[config.mk]
export PLATFORM = sky130hd
export DESIGN_NAME = debug_coprocessor
export DESIGN_NICKNAME = d
export VERILOG_FILES = /design/src/hdl/ocd_pkg.sv /design/src/hdl/ocd_frame_if.sv /design/src/hdl/ocd_crc16.sv /design/src/hdl/ocd_frame_rx.sv /design/src/hdl/ocd_cmd_exec.sv /design/src/hdl/debug_coprocessor.sv
export SDC_FILE = /design/constraint.sdc
export NUM_CORES = 1
export LEC_CHECK = 0
export BUFFER_PORTS_ARGS = -buffer_cell sky130_fd_sc_hd__buf_2
export CORE_AREA = 2 2 123 125
export CTS_CLUSTER_SIZE = 10
export DETAILED_ROUTE_END_ITERATION = 10
export DIE_AREA = 0 0 125 127
export GPL_TIMING_DRIVEN = 0
export PLACE_DENSITY = 0.86
export SYNTH_ARGS = -nofsm -noshare
export SYNTH_HDL_FRONTEND = slang
export SYNTH_SLANG_ARGS = --single-unit
[constraint.sdc]
create_clock -name clk -period 25.6 [get_ports clk]
set_input_delay 6.4 -clock clk [delete_from_list [all_inputs] [get_ports clk]]
set_output_delay 6.4 -clock clk [all_outputs]
set_load 0.005 [all_outputs]
[src/hdl/ocd_pkg.sv]
package ocd_pkg;

    // ==========================================================
    // stream and frame geometry
    // ==========================================================
    localparam int BYTE_W      = 8;
    localparam int FRAME_LEN   = 12;
    localparam int SYNC_LEN    = 3;
    localparam int CRC_LEN     = 2;

    // bytes after the sync pattern, CRC included
    localparam int BODY_LEN    = FRAME_LEN - SYNC_LEN;
    // type, address and data bytes only
    localparam int FIELD_LEN   = BODY_LEN - CRC_LEN;
    localparam int BODY_CNT_W  = $clog2(BODY_LEN);

    localparam int ADDR_W      = 16;
    localparam int WORD_ADDR_W = 14;
    localparam int DATA_W      = 32;
    localparam int TYPE_W      = 7;
    // type, toggle, address, data
    localparam int PAYLOAD_W   = TYPE_W + 1 + ADDR_W + DATA_W;

    // ==========================================================
    // sync pattern, in arrival order
    // ==========================================================
    localparam logic [BYTE_W-1:0] SYNC_2 = 8'h5A;
    localparam logic [BYTE_W-1:0] SYNC_1 = 8'hA5;
    localparam logic [BYTE_W-1:0] SYNC_0 = 8'h01;

    // CRC-16-CCITT, MSB first, residue zero on a good frame
    localparam logic [15:0] CRC_POLY = 16'h1021;
    localparam logic [15:0] CRC_INIT = 16'hFFFF;

    // ==========================================================
    // frame types and reply opcodes
    // ==========================================================
    localparam logic [TYPE_W-1:0] TYPE_WRITE_NOACK = 7'd1;
    localparam logic [TYPE_W-1:0] TYPE_WRITE_ACK   = 7'd2;
    localparam logic [TYPE_W-1:0] TYPE_READ        = 7'd3;
    localparam logic [TYPE_W-1:0] TYPE_CPU_RESET   = 7'd4;
    localparam logic [TYPE_W-1:0] TYPE_UART_SEL    = 7'd5;

    // bit positions in the one-hot reply command
    localparam int OP_ACK       = 0;
    localparam int OP_READ_BACK = 1;
    localparam int NUM_OPS      = 2;

    // data field of every acknowledge
    localparam logic [DATA_W-1:0] ACK_DATA = 32'hAAABACAD;

    // cycles cpu_reset stays high
    localparam int CPU_RESET_LEN = 4;

    // decoded frame, same bit order as the bytes on the wire
    typedef struct packed {
        logic [TYPE_W-1:0] frame_type;
        logic              toggle;
        logic [ADDR_W-1:0] addr;
        logic [DATA_W-1:0] data;
    } ocd_frame_t;

endpackage

[src/hdl/ocd_frame_if.sv]
`timescale 1ns/1ps

interface ocd_frame_if;
    import ocd_pkg::*;

    // one-cycle strobe, frame is only meaningful with it
    logic       valid;
    ocd_frame_t frame;
    // executor still working on the previous frame
    logic       busy;

    modport rx (
        output valid,
        output frame,
        input  busy
    );

    modport exec (
        input  valid,
        input  frame,
        output busy
    );

endinterface

[src/hdl/ocd_crc16.sv]
`timescale 1ns/1ps

module ocd_crc16 (
    input  logic                       clk,
    input  logic                       reset_n,
    input  logic                       clear,
    input  logic                       en,
    input  logic [ocd_pkg::BYTE_W-1:0] data,
    output logic [15:0]                crc
);
    import ocd_pkg::*;

    logic [15:0] crc_next;
    logic        feedback;

    // whole byte folded in one cycle, MSB first
    always_comb begin
        crc_next = crc;
        feedback = 1'b0;
        for (int i = BYTE_W - 1; i >= 0; i--) begin
            feedback = crc_next[15] ^ data[i];
            crc_next = {crc_next[14:0], 1'b0};
            if (feedback) begin
                crc_next = crc_next ^ CRC_POLY;
            end
        end
    end

    // clear wins over a byte in the same cycle
    always_ff @(posedge clk or negedge reset_n) begin
        if (!reset_n) begin
            crc <= CRC_INIT;
        end else if (clear) begin
            crc <= CRC_INIT;
        end else if (en) begin
            crc <= crc_next;
        end
    end

endmodule

[src/hdl/ocd_frame_rx.sv]
`timescale 1ns/1ps

module ocd_frame_rx (
    input  logic                       clk,
    input  logic                       reset_n,
    input  logic                       enable_in,
    input  logic [ocd_pkg::BYTE_W-1:0] data_in,
    ocd_frame_if.rx                    fr
);
    import ocd_pkg::*;

    typedef enum logic [2:0] {
        S_HUNT,
        S_SYNC_1,
        S_SYNC_0,
        S_BODY,
        S_CHECK
    } rx_state_t;

    rx_state_t             state;
    rx_state_t             next_state;
    logic                  take;
    logic                  crc_clear;
    logic                  crc_en;
    logic [15:0]           crc;
    logic [BODY_CNT_W-1:0] byte_cnt;
    logic [PAYLOAD_W-1:0]  field_sr;

    // ==========================================================
    // byte acceptance and sync hunt
    // ==========================================================

    // no new frame may start while the executor is busy
    always_comb begin
        case (state)
            S_HUNT:  take = enable_in && !fr.busy;
            S_CHECK: take = 1'b0;
            default: take = enable_in;
        endcase
    end

    always_comb begin
        next_state = state;
        case (state)
            S_HUNT: begin
                if (take && (data_in == SYNC_2)) begin
                    next_state = S_SYNC_1;
                end
            end
            S_SYNC_1: begin
                if (take) begin
                    next_state = (data_in == SYNC_1) ? S_SYNC_0 : S_HUNT;
                end
            end
            S_SYNC_0: begin
                if (take) begin
                    next_state = (data_in == SYNC_0) ? S_BODY : S_HUNT;
                end
            end
            S_BODY: begin
                if (take && (byte_cnt == BODY_CNT_W'(BODY_LEN - 1))) begin
                    next_state = S_CHECK;
                end
            end
            default: begin
                next_state = S_HUNT;
            end
        endcase
    end

    always_ff @(posedge clk or negedge reset_n) begin
        if (!reset_n) begin
            state    <= S_HUNT;
            byte_cnt <= '0;
        end else begin
            state <= next_state;
            if (state != S_BODY) begin
                byte_cnt <= '0;
            end else if (take) begin
                byte_cnt <= byte_cnt + 1'b1;
            end
        end
    end

    // ==========================================================
    // CRC over all twelve bytes
    // ==========================================================

    // register sits at init whenever we are back in hunt
    assign crc_clear = (next_state == S_HUNT);
    assign crc_en    = take && !crc_clear;

    ocd_crc16 i_crc16 (
        .clk     (clk),
        .reset_n (reset_n),
        .clear   (crc_clear),
        .en      (crc_en),
        .data    (data_in),
        .crc     (crc)
    );

    // type, address and data bytes; CRC bytes are not kept
    always_ff @(posedge clk) begin
        if ((state == S_BODY) && take && (byte_cnt < BODY_CNT_W'(FIELD_LEN))) begin
            field_sr <= {field_sr[PAYLOAD_W-BYTE_W-1:0], data_in};
        end
    end

    // check cycle follows the last byte directly
    assign fr.valid = (state == S_CHECK) && (crc == 16'h0000);
    assign fr.frame = ocd_frame_t'(field_sr);

    a_valid_single: assert property (@(posedge clk) disable iff (!reset_n)
        fr.valid |=> !fr.valid);

endmodule

[src/hdl/ocd_cmd_exec.sv]
`timescale 1ns/1ps

module ocd_cmd_exec (
    input  logic                            clk,
    input  logic                            reset_n,
    ocd_frame_if.exec                       fr,
    input  logic                            pram_read_enable_in,
    input  logic [ocd_pkg::DATA_W-1:0]      pram_read_data_in,
    output logic                            pram_read_enable_out,
    output logic [ocd_pkg::WORD_ADDR_W-1:0] pram_read_addr_out,
    output logic                            pram_write_enable_out,
    output logic [ocd_pkg::WORD_ADDR_W-1:0] pram_write_addr_out,
    output logic [ocd_pkg::DATA_W-1:0]      pram_write_data_out,
    output logic                            cpu_reset,
    output logic                            uart_sel,
    output logic                            reply_enable_out,
    output logic [ocd_pkg::NUM_OPS-1:0]     reply_debug_cmd,
    output logic [ocd_pkg::PAYLOAD_W-1:0]   reply_payload,
    input  logic                            reply_done
);
    import ocd_pkg::*;

    typedef enum logic [1:0] {
        E_IDLE,
        E_FLUSH,
        E_READ_WAIT,
        E_REPLY
    } exec_state_t;

    exec_state_t              state;
    logic                     start;
    logic                     read_back;
    logic [CPU_RESET_LEN-1:0] reset_sr;

    assign start     = fr.valid && (state == E_IDLE);
    assign read_back = (state == E_READ_WAIT) && pram_read_enable_in;

    // anything but idle holds off the receiver
    assign fr.busy = (state != E_IDLE);

    // stretcher is loaded with ones and drains from the bottom
    assign cpu_reset = reset_sr[0];

    // ==========================================================
    // dispatch and reply handshake
    // ==========================================================
    always_ff @(posedge clk or negedge reset_n) begin
        if (!reset_n) begin
            state                 <= E_IDLE;
            pram_write_enable_out <= 1'b0;
            pram_read_enable_out  <= 1'b0;
            reply_enable_out      <= 1'b0;
            reply_debug_cmd       <= '0;
            uart_sel              <= 1'b0;
            reset_sr              <= '0;
        end else begin
            pram_write_enable_out <= 1'b0;
            pram_read_enable_out  <= 1'b0;
            reset_sr              <= {1'b0, reset_sr[CPU_RESET_LEN-1:1]};

            case (state)
                E_IDLE: begin
                    if (start) begin
                        case (fr.frame.frame_type)
                            TYPE_WRITE_NOACK: begin
                                pram_write_enable_out <= 1'b1;
                                state                 <= E_FLUSH;
                            end
                            TYPE_WRITE_ACK: begin
                                pram_write_enable_out <= 1'b1;
                                reply_enable_out      <= 1'b1;
                                reply_debug_cmd       <= NUM_OPS'(1) << OP_ACK;
                                state                 <= E_REPLY;
                            end
                            TYPE_READ: begin
                                pram_read_enable_out <= 1'b1;
                                state                <= E_READ_WAIT;
                            end
                            TYPE_CPU_RESET: begin
                                reset_sr         <= '1;
                                reply_enable_out <= 1'b1;
                                reply_debug_cmd  <= NUM_OPS'(1) << OP_ACK;
                                state            <= E_REPLY;
                            end
                            TYPE_UART_SEL: begin
                                // data bit 1 set hands the UART to the debugger
                                uart_sel <= fr.frame.data[1];
                                state    <= E_FLUSH;
                            end
                            default: begin
                                state <= E_FLUSH;
                            end
                        endcase
                    end
                end
                E_FLUSH: begin
                    state <= E_IDLE;
                end
                E_READ_WAIT: begin
                    if (read_back) begin
                        reply_enable_out <= 1'b1;
                        reply_debug_cmd  <= NUM_OPS'(1) << OP_READ_BACK;
                        state            <= E_REPLY;
                    end
                end
                E_REPLY: begin
                    if (reply_done) begin
                        reply_enable_out <= 1'b0;
                        state            <= E_IDLE;
                    end
                end
                default: begin
                    state <= E_IDLE;
                end
            endcase
        end
    end

    // ==========================================================
    // RAM port and reply payload
    // ==========================================================
    always_ff @(posedge clk) begin
        if (start) begin
            pram_write_addr_out <= fr.frame.addr[ADDR_W-1:ADDR_W-WORD_ADDR_W];
            pram_write_data_out <= fr.frame.data;
            pram_read_addr_out  <= fr.frame.addr[ADDR_W-1:ADDR_W-WORD_ADDR_W];
            // header plus ack data until a read-back replaces the data
            reply_payload <= {fr.frame.frame_type, fr.frame.toggle, fr.frame.addr, ACK_DATA};
        end else if (read_back) begin
            reply_payload <= {reply_payload[PAYLOAD_W-1:DATA_W], pram_read_data_in};
        end
    end

    a_rw_exclusive: assert property (@(posedge clk) disable iff (!reset_n)
        !(pram_read_enable_out && pram_write_enable_out));

    a_reply_hold: assert property (@(posedge clk) disable iff (!reset_n)
        reply_enable_out && !reply_done |=>
            reply_enable_out && $stable(reply_payload) && $stable(reply_debug_cmd));

endmodule

[src/hdl/debug_coprocessor.sv]
`timescale 1ns/1ps

module debug_coprocessor (
    input  logic                            clk,
    input  logic                            reset_n,

    // byte stream from the debug UART
    input  logic                            enable_in,
    input  logic [ocd_pkg::BYTE_W-1:0]      debug_data_in,

    // program RAM
    output logic                            pram_read_enable_out,
    output logic [ocd_pkg::WORD_ADDR_W-1:0] pram_read_addr_out,
    input  logic                            pram_read_enable_in,
    input  logic [ocd_pkg::DATA_W-1:0]      pram_read_data_in,
    output logic                            pram_write_enable_out,
    output logic [ocd_pkg::WORD_ADDR_W-1:0] pram_write_addr_out,
    output logic [ocd_pkg::DATA_W-1:0]      pram_write_data_out,

    // reply channel
    output logic                            reply_enable_out,
    output logic [ocd_pkg::NUM_OPS-1:0]     reply_debug_cmd,
    output logic [ocd_pkg::PAYLOAD_W-1:0]   reply_payload,
    input  logic                            reply_done,

    output logic                            cpu_reset,
    output logic                            debug_uart_tx_sel_ocd1_cpu0
);

    ocd_frame_if frame_bus ();

    // framing, sync and CRC
    ocd_frame_rx i_frame_rx (
        .clk       (clk),
        .reset_n   (reset_n),
        .enable_in (enable_in),
        .data_in   (debug_data_in),
        .fr        (frame_bus.rx)
    );

    // one command at a time
    ocd_cmd_exec i_cmd_exec (
        .clk                   (clk),
        .reset_n               (reset_n),
        .fr                    (frame_bus.exec),
        .pram_read_enable_in   (pram_read_enable_in),
        .pram_read_data_in     (pram_read_data_in),
        .pram_read_enable_out  (pram_read_enable_out),
        .pram_read_addr_out    (pram_read_addr_out),
        .pram_write_enable_out (pram_write_enable_out),
        .pram_write_addr_out   (pram_write_addr_out),
        .pram_write_data_out   (pram_write_data_out),
        .cpu_reset             (cpu_reset),
        .uart_sel              (debug_uart_tx_sel_ocd1_cpu0),
        .reply_enable_out      (reply_enable_out),
        .reply_debug_cmd       (reply_debug_cmd),
        .reply_payload         (reply_payload),
        .reply_done            (reply_done)
    );

endmodule

; ---- Word-level counts from Yosys, hierarchy flattened
; Index checks and enable logic that the tools add are counted.
[op_classes]
n_addsub = 1
order_cmp = 1
eq_ne = 21
n_mux = 45
bitwise = 16
n_reduce_logical = 26
[op_table]
columns = op, n
row1 = two-way mux 13 bit, 8
row2 = two-way mux 56 bit, 1
row3 = two-way mux 16 bit, 2
row4 = two-way mux 32 bit, 1
row5 = NOT 3 bit, 8
row6 = two-way mux 4 bit, 5
row7 = zero test 16 bit, 1
row8 = two-way mux 2 bit, 8
row9 = == test 7 x 2 -> 1 bit (second input constant), 2
row10 = == test 7 x 3 -> 1 bit (second input constant), 2
row11 = two-way mux 3 bit, 4
row12 = one-hot mux 3 bit (4 select lines), 1
row13 = two-way mux 1 bit, 10
row14 = logical AND 1 bit, 9
row15 = == test 8 x 1 -> 1 bit (second input constant), 1
row16 = == test 8 x 7 -> 1 bit (second input constant), 1
row17 = == test 8 bit (second input constant), 1
row18 = one-hot mux 2 bit (2 select lines), 2
row19 = one-hot mux 2 bit (4 select lines), 1
row20 = nonzero test 2 bit, 4
row21 = bitwise XOR 1 bit, 8
row22 = == test 7 x 1 -> 1 bit (second input constant), 1
row23 = == test 3 x 2 -> 1 bit (second input constant), 2
row24 = zero test 3 bit, 2
row25 = 19 further kinds, 25
[totals]
regBits = 193
inputBits = 45
output_inout_bits = 123

; ---- Depth between registers and ports, before layout
[logic_depth]
word_depth = 18
depth_mapped = 9
depth_no_buf = 7

; ---- Cells and area by module
; A second synthesis with hierarchy kept.
[unflattened]
hier_cells = 493
area_unflattened_um2 = 7300.8
[modules_own_cells]
columns = mod, n_inst, cells_per_inst, area_each_um2
row1 = ocd_cmd_exec, 1, 301, 4015.1
row2 = ocd_frame_rx, 1, 112, 2258.4
row3 = ocd_crc16, 1, 80, 1027.2

; ---- Worst setup path after synthesis
; No wires, ideal clock.
[synth_timing]
path_type = in2reg
start = in enable_in
end = reg i_frame_rx.field_sr[0] (netlist: i_frame_rx.fr.frame[0]) (enable)
setup_ps = 770
arrival_ps = 15157
required_time_ps = 24830
path_slack_ps = 9673
stages = 2
cell_sequence = inv_1 a2111oi_0
[synth_between]
elab_chain_len = 4
[synth_rtl]
columns = item, line
row1 = start: declaration, debug_coprocessor.sv:8  ; input logic enable_in,
row2 = logical AND 1 bit, ocd_frame_rx.sv:36  ; S_HUNT: take = enable_in && !fr.busy;
row3 = one-hot mux 1 bit (2 select lines) *, ocd_frame_rx.sv:35  ; case (state)
row4 = logical AND 1 bit * (2 in series), ocd_frame_rx.sv:104  ; if ((state == S_BODY) && take && (byte_cnt < BODY_CNT_W'(FIELD_LEN))) begin
row5 = end signal: assignment, ocd_frame_rx.sv:105  ; field_sr <= {field_sr[PAYLOAD_W-BYTE_W-1:0], data_in};
row6 = end: declaration, ocd_frame_rx.sv:27  ; logic [PAYLOAD_W-1:0] field_sr;
; Mark *: on every way between the ends. The rest lies on a longest branch, timed or not.
; A chain may end at the register's enable or synchronous reset.

; ---- Worst setup path in the final report
[layout_timing]
start = in enable_in
end = reg i_frame_rx.field_sr[55] (netlist: i_frame_rx.fr.frame[55]) (enable)
; Same word-level chain as after synthesis.

==> impl_metrics.toml <==
[status]
outcome = "completed"

[layout]
layout.cells.non_filler = 846
fill_cells = 1074
utilization_pct = 61.29
n_antenna_cell = 0
final_cell_mix = "176 x buf_2, 126 x edfxtp_1, 46 x nand2_1"
final_common_cell = "buf_2"
num-nets-final = 696
multi_input_area_um2 = 1578
seq_area_um2 = 5320
drive_above_1_share_pct = 39.73
area_growth_pct = 24.45
fin_area_um2 = 8840

[cts]
clockBufferDepth = 2
cts_tree = "done"
numCtsBuffers = 17
clock_latency_ns = 0.42
cts_resized = 0
post_cts_buffers = 0
clock-sinks = 193
clkTransAtPathRegs_ns = 0.07
htree_levels = 4
hold_buffers = 0
cts_root_buffer = "clkbuf_16"

[route]
final_antenna_net_count = 0
vias_per_cell = 5.086
drc = 0
wl_mm = 14.07
first_pass_iters = 4
routed-via-count = 4303
post_drt_wl_per_cell_um = 16.63
drtIter0Drc = 290

[grt]
use_met1_pct = 21.18
grt_pass1_wl_mm = 22.33
grt.busiest_layer = "met2"
grt_pass1_vias = 4414
grt_overflow = 0
antenna_found_initial = 0
grt_max_degree = 80
use_met3_pct = 5.235
grt_util_met2_pct = 31.94
gr-usage-all-layers_pct = 17.96

[critical_path]
cp_max_fo = 8
timing.rr.start = "i_frame_rx.state[0]"
worstSetupStartpoint = "enable_in"
reg2reg_to = "i_frame_rx.fr.frame[55]"
crit_end = "i_frame_rx.fr.frame[55]"
cp-end-kind = "flop"
r2r_slack_ns = 22.56
start_kind = "input pin"
critPathArrivalTime_ns = 8.17
critPathKind = "input pin to flop"
ff2ff_path_depth = 7
critPathRequiredTime_ns = 25.73

[logic_synthesis]
synth_xor_area_share_pct = 3.453
syn_nets = 502
yosys-mux-area-fraction_pct = 4.668
yosysUniqueCellTypes = 48
synth.cell_area_um2 = 7103
syn_area_per_cell_um2 = 15.61
ys_ff_latch = 193
yosysSeqAreaShare_pct = 74.90
synthFlopType = "edfxtp_1"
yosysWarnings = 0
syn_inst = 455
synth_top_family_by_area = "simple AND/OR/NAND/NOR gates"
synth-simple-area-share_pct = 9.952
synth_fa_ha_area_share_pct = 0.3523
synth_compound_area_share_pct = 3.699
synth_edf_count = 126
synth-async-reset-ratio_pct = 18.13

[sta]
report.final.slew_viol_count = 0
setup_tns_ns = 0
hold_violations = 0
setup_violations = 0
finClkSkew_ns = 0.01542
period_share_pct = 31.42
max_freq_ghz = 0.1243
max_slew_margin_pct = 35.83
tightest_slew_ns = 0.9626
period_needed_ns = 8.045
rsz0062_at_grt = "no"

[worst_hold_path]
hp-class = "flop to flop"

[floorplan]
die_area_um2 = 15880
start_util_pct = 49.25
io_pins = 168
coreArea_um2 = 14420
row_count = 44
die_height_um = 127
die_width_um = 125

[placement]
numPortBuffers = 167
gp_congestion = 0.8515
hpwl_mm = 10.26
placed_area_um2 = 8234
dpl.cell_count = 814

[pwr]
peakVddDrop_v = 0.00004063
p_per_area_nw_per_um2 = 84.23
power_leakage_nw = 3.718

[flow_run]
max_cap_violations = 0
-- critical path, cell delays in order --
cell	delay [ns]
buf_2	0.13
inv_1	0.10
a2111oi_2	0.65
buf_4	0.31
buf_6	0.16
buf_2	0.23
buf_4	0.19
-- cell type report --
cell class,instances,area share (%)
flip-flops and latches,193,60.18
multi-input cells,226,17.85
repair buffers,175,10.12
clock buffers,23,5.817
well taps,184,2.604
plain buffers,30,2.137
clock inverters,9,1.033
inverters,6,0.2548
-- kinds of logic after synthesis --
| logic type | Yosys count |
|---|---|
| XOR/XNOR | 28 |
| flip-flops | 193 |
| AO/OA/AOI/OAI | 30 |
| adder cells (fa/ha/maj) | 2 |
| multiplexers | 33 |
| AND/OR/NAND/NOR | 133 |
| buffers and inverters | 36 |
-- per-stage QoR --
stage / hold WS (ns) / worst slack, ns / total power [mW]
after floorplan: 0.4084 / 9.673 / 0.4413
after global placement: 0.4182 / 5.624 / 0.4819
after detailed placement: 0.4261 / 17.07 / 0.4890
after CTS: 0.4358 / 17.52 / 0.7513
after global routing: 0.4567 / 17.36 / 0.7786
final: 0.4334 / 17.56 / 0.7446
-- cell usage after synthesis (8+ instances only) --
cell type / number / share of area [%]
nand2_1: 46 / 2.4
o211ai_2: 8 / 1.4
mux2i_1: 32 / 4.5
buf_4: 16 / 1.7
dfxtp_1: 32 / 9.0
xnor2_1: 18 / 2.2
dfstp_2: 16 / 5.9
and2_1: 24 / 2.1
o211ai_1: 9 / 0.95
edfxtp_1: 126 / 53
nor2_1: 20 / 1.1
xor2_1: 10 / 1.2
dfrtp_1: 19 / 6.7
-- routing by layer --
layer,part of all wire (%),vias to the layer above
li1,-,2014
met2,54,118
met5,0,-
met3,4.1,14
met1,41,2157
met4,0.93,0
-- flip-flops by register name, indices dropped and copies added (netlist names) --
register and cells:
i_cmd_exec.pram_read_addr_out 14, i_cmd_exec.pram_read_enable_out 1, i_cmd_exec.pram_write_data_out 32, i_cmd_exec.pram_write_enable_out 1, i_cmd_exec.reply_debug_cmd 2, i_cmd_exec.reply_enable_out 1
i_cmd_exec.reply_payload 56, i_cmd_exec.reset_sr 4, i_cmd_exec.state 2, i_cmd_exec.uart_sel 1, i_frame_rx.byte_cnt 4, i_frame_rx.fr.frame 56
i_frame_rx.i_crc16.crc 16, i_frame_rx.state 3
-- power by group --
group          switching [mW]  internal, mW
sequential             0.0154         0.359
clock                   0.110         0.153
combinational          0.0567        0.0508
total                   0.182         0.563
-- how the worst min path moves through the flow --
stage                                          to                    start  slack, ns  depth (start not counted)
after floorplan            i_cmd_exec.reset_sr[0]   i_cmd_exec.reset_sr[1]       0.41                          1
after global placement     i_cmd_exec.reset_sr[2]   i_cmd_exec.reset_sr[3]       0.42                          1
after detailed placement  i_frame_rx.fr.frame[41]  i_frame_rx.fr.frame[33]       0.43                          0
after CTS                 i_frame_rx.fr.frame[41]  i_frame_rx.fr.frame[33]       0.44                          0
after global routing      i_frame_rx.fr.frame[41]  i_frame_rx.fr.frame[33]       0.46                          0
final                     i_frame_rx.fr.frame[41]  i_frame_rx.fr.frame[33]       0.43                          0
Power figures use the tool's default switching activity.
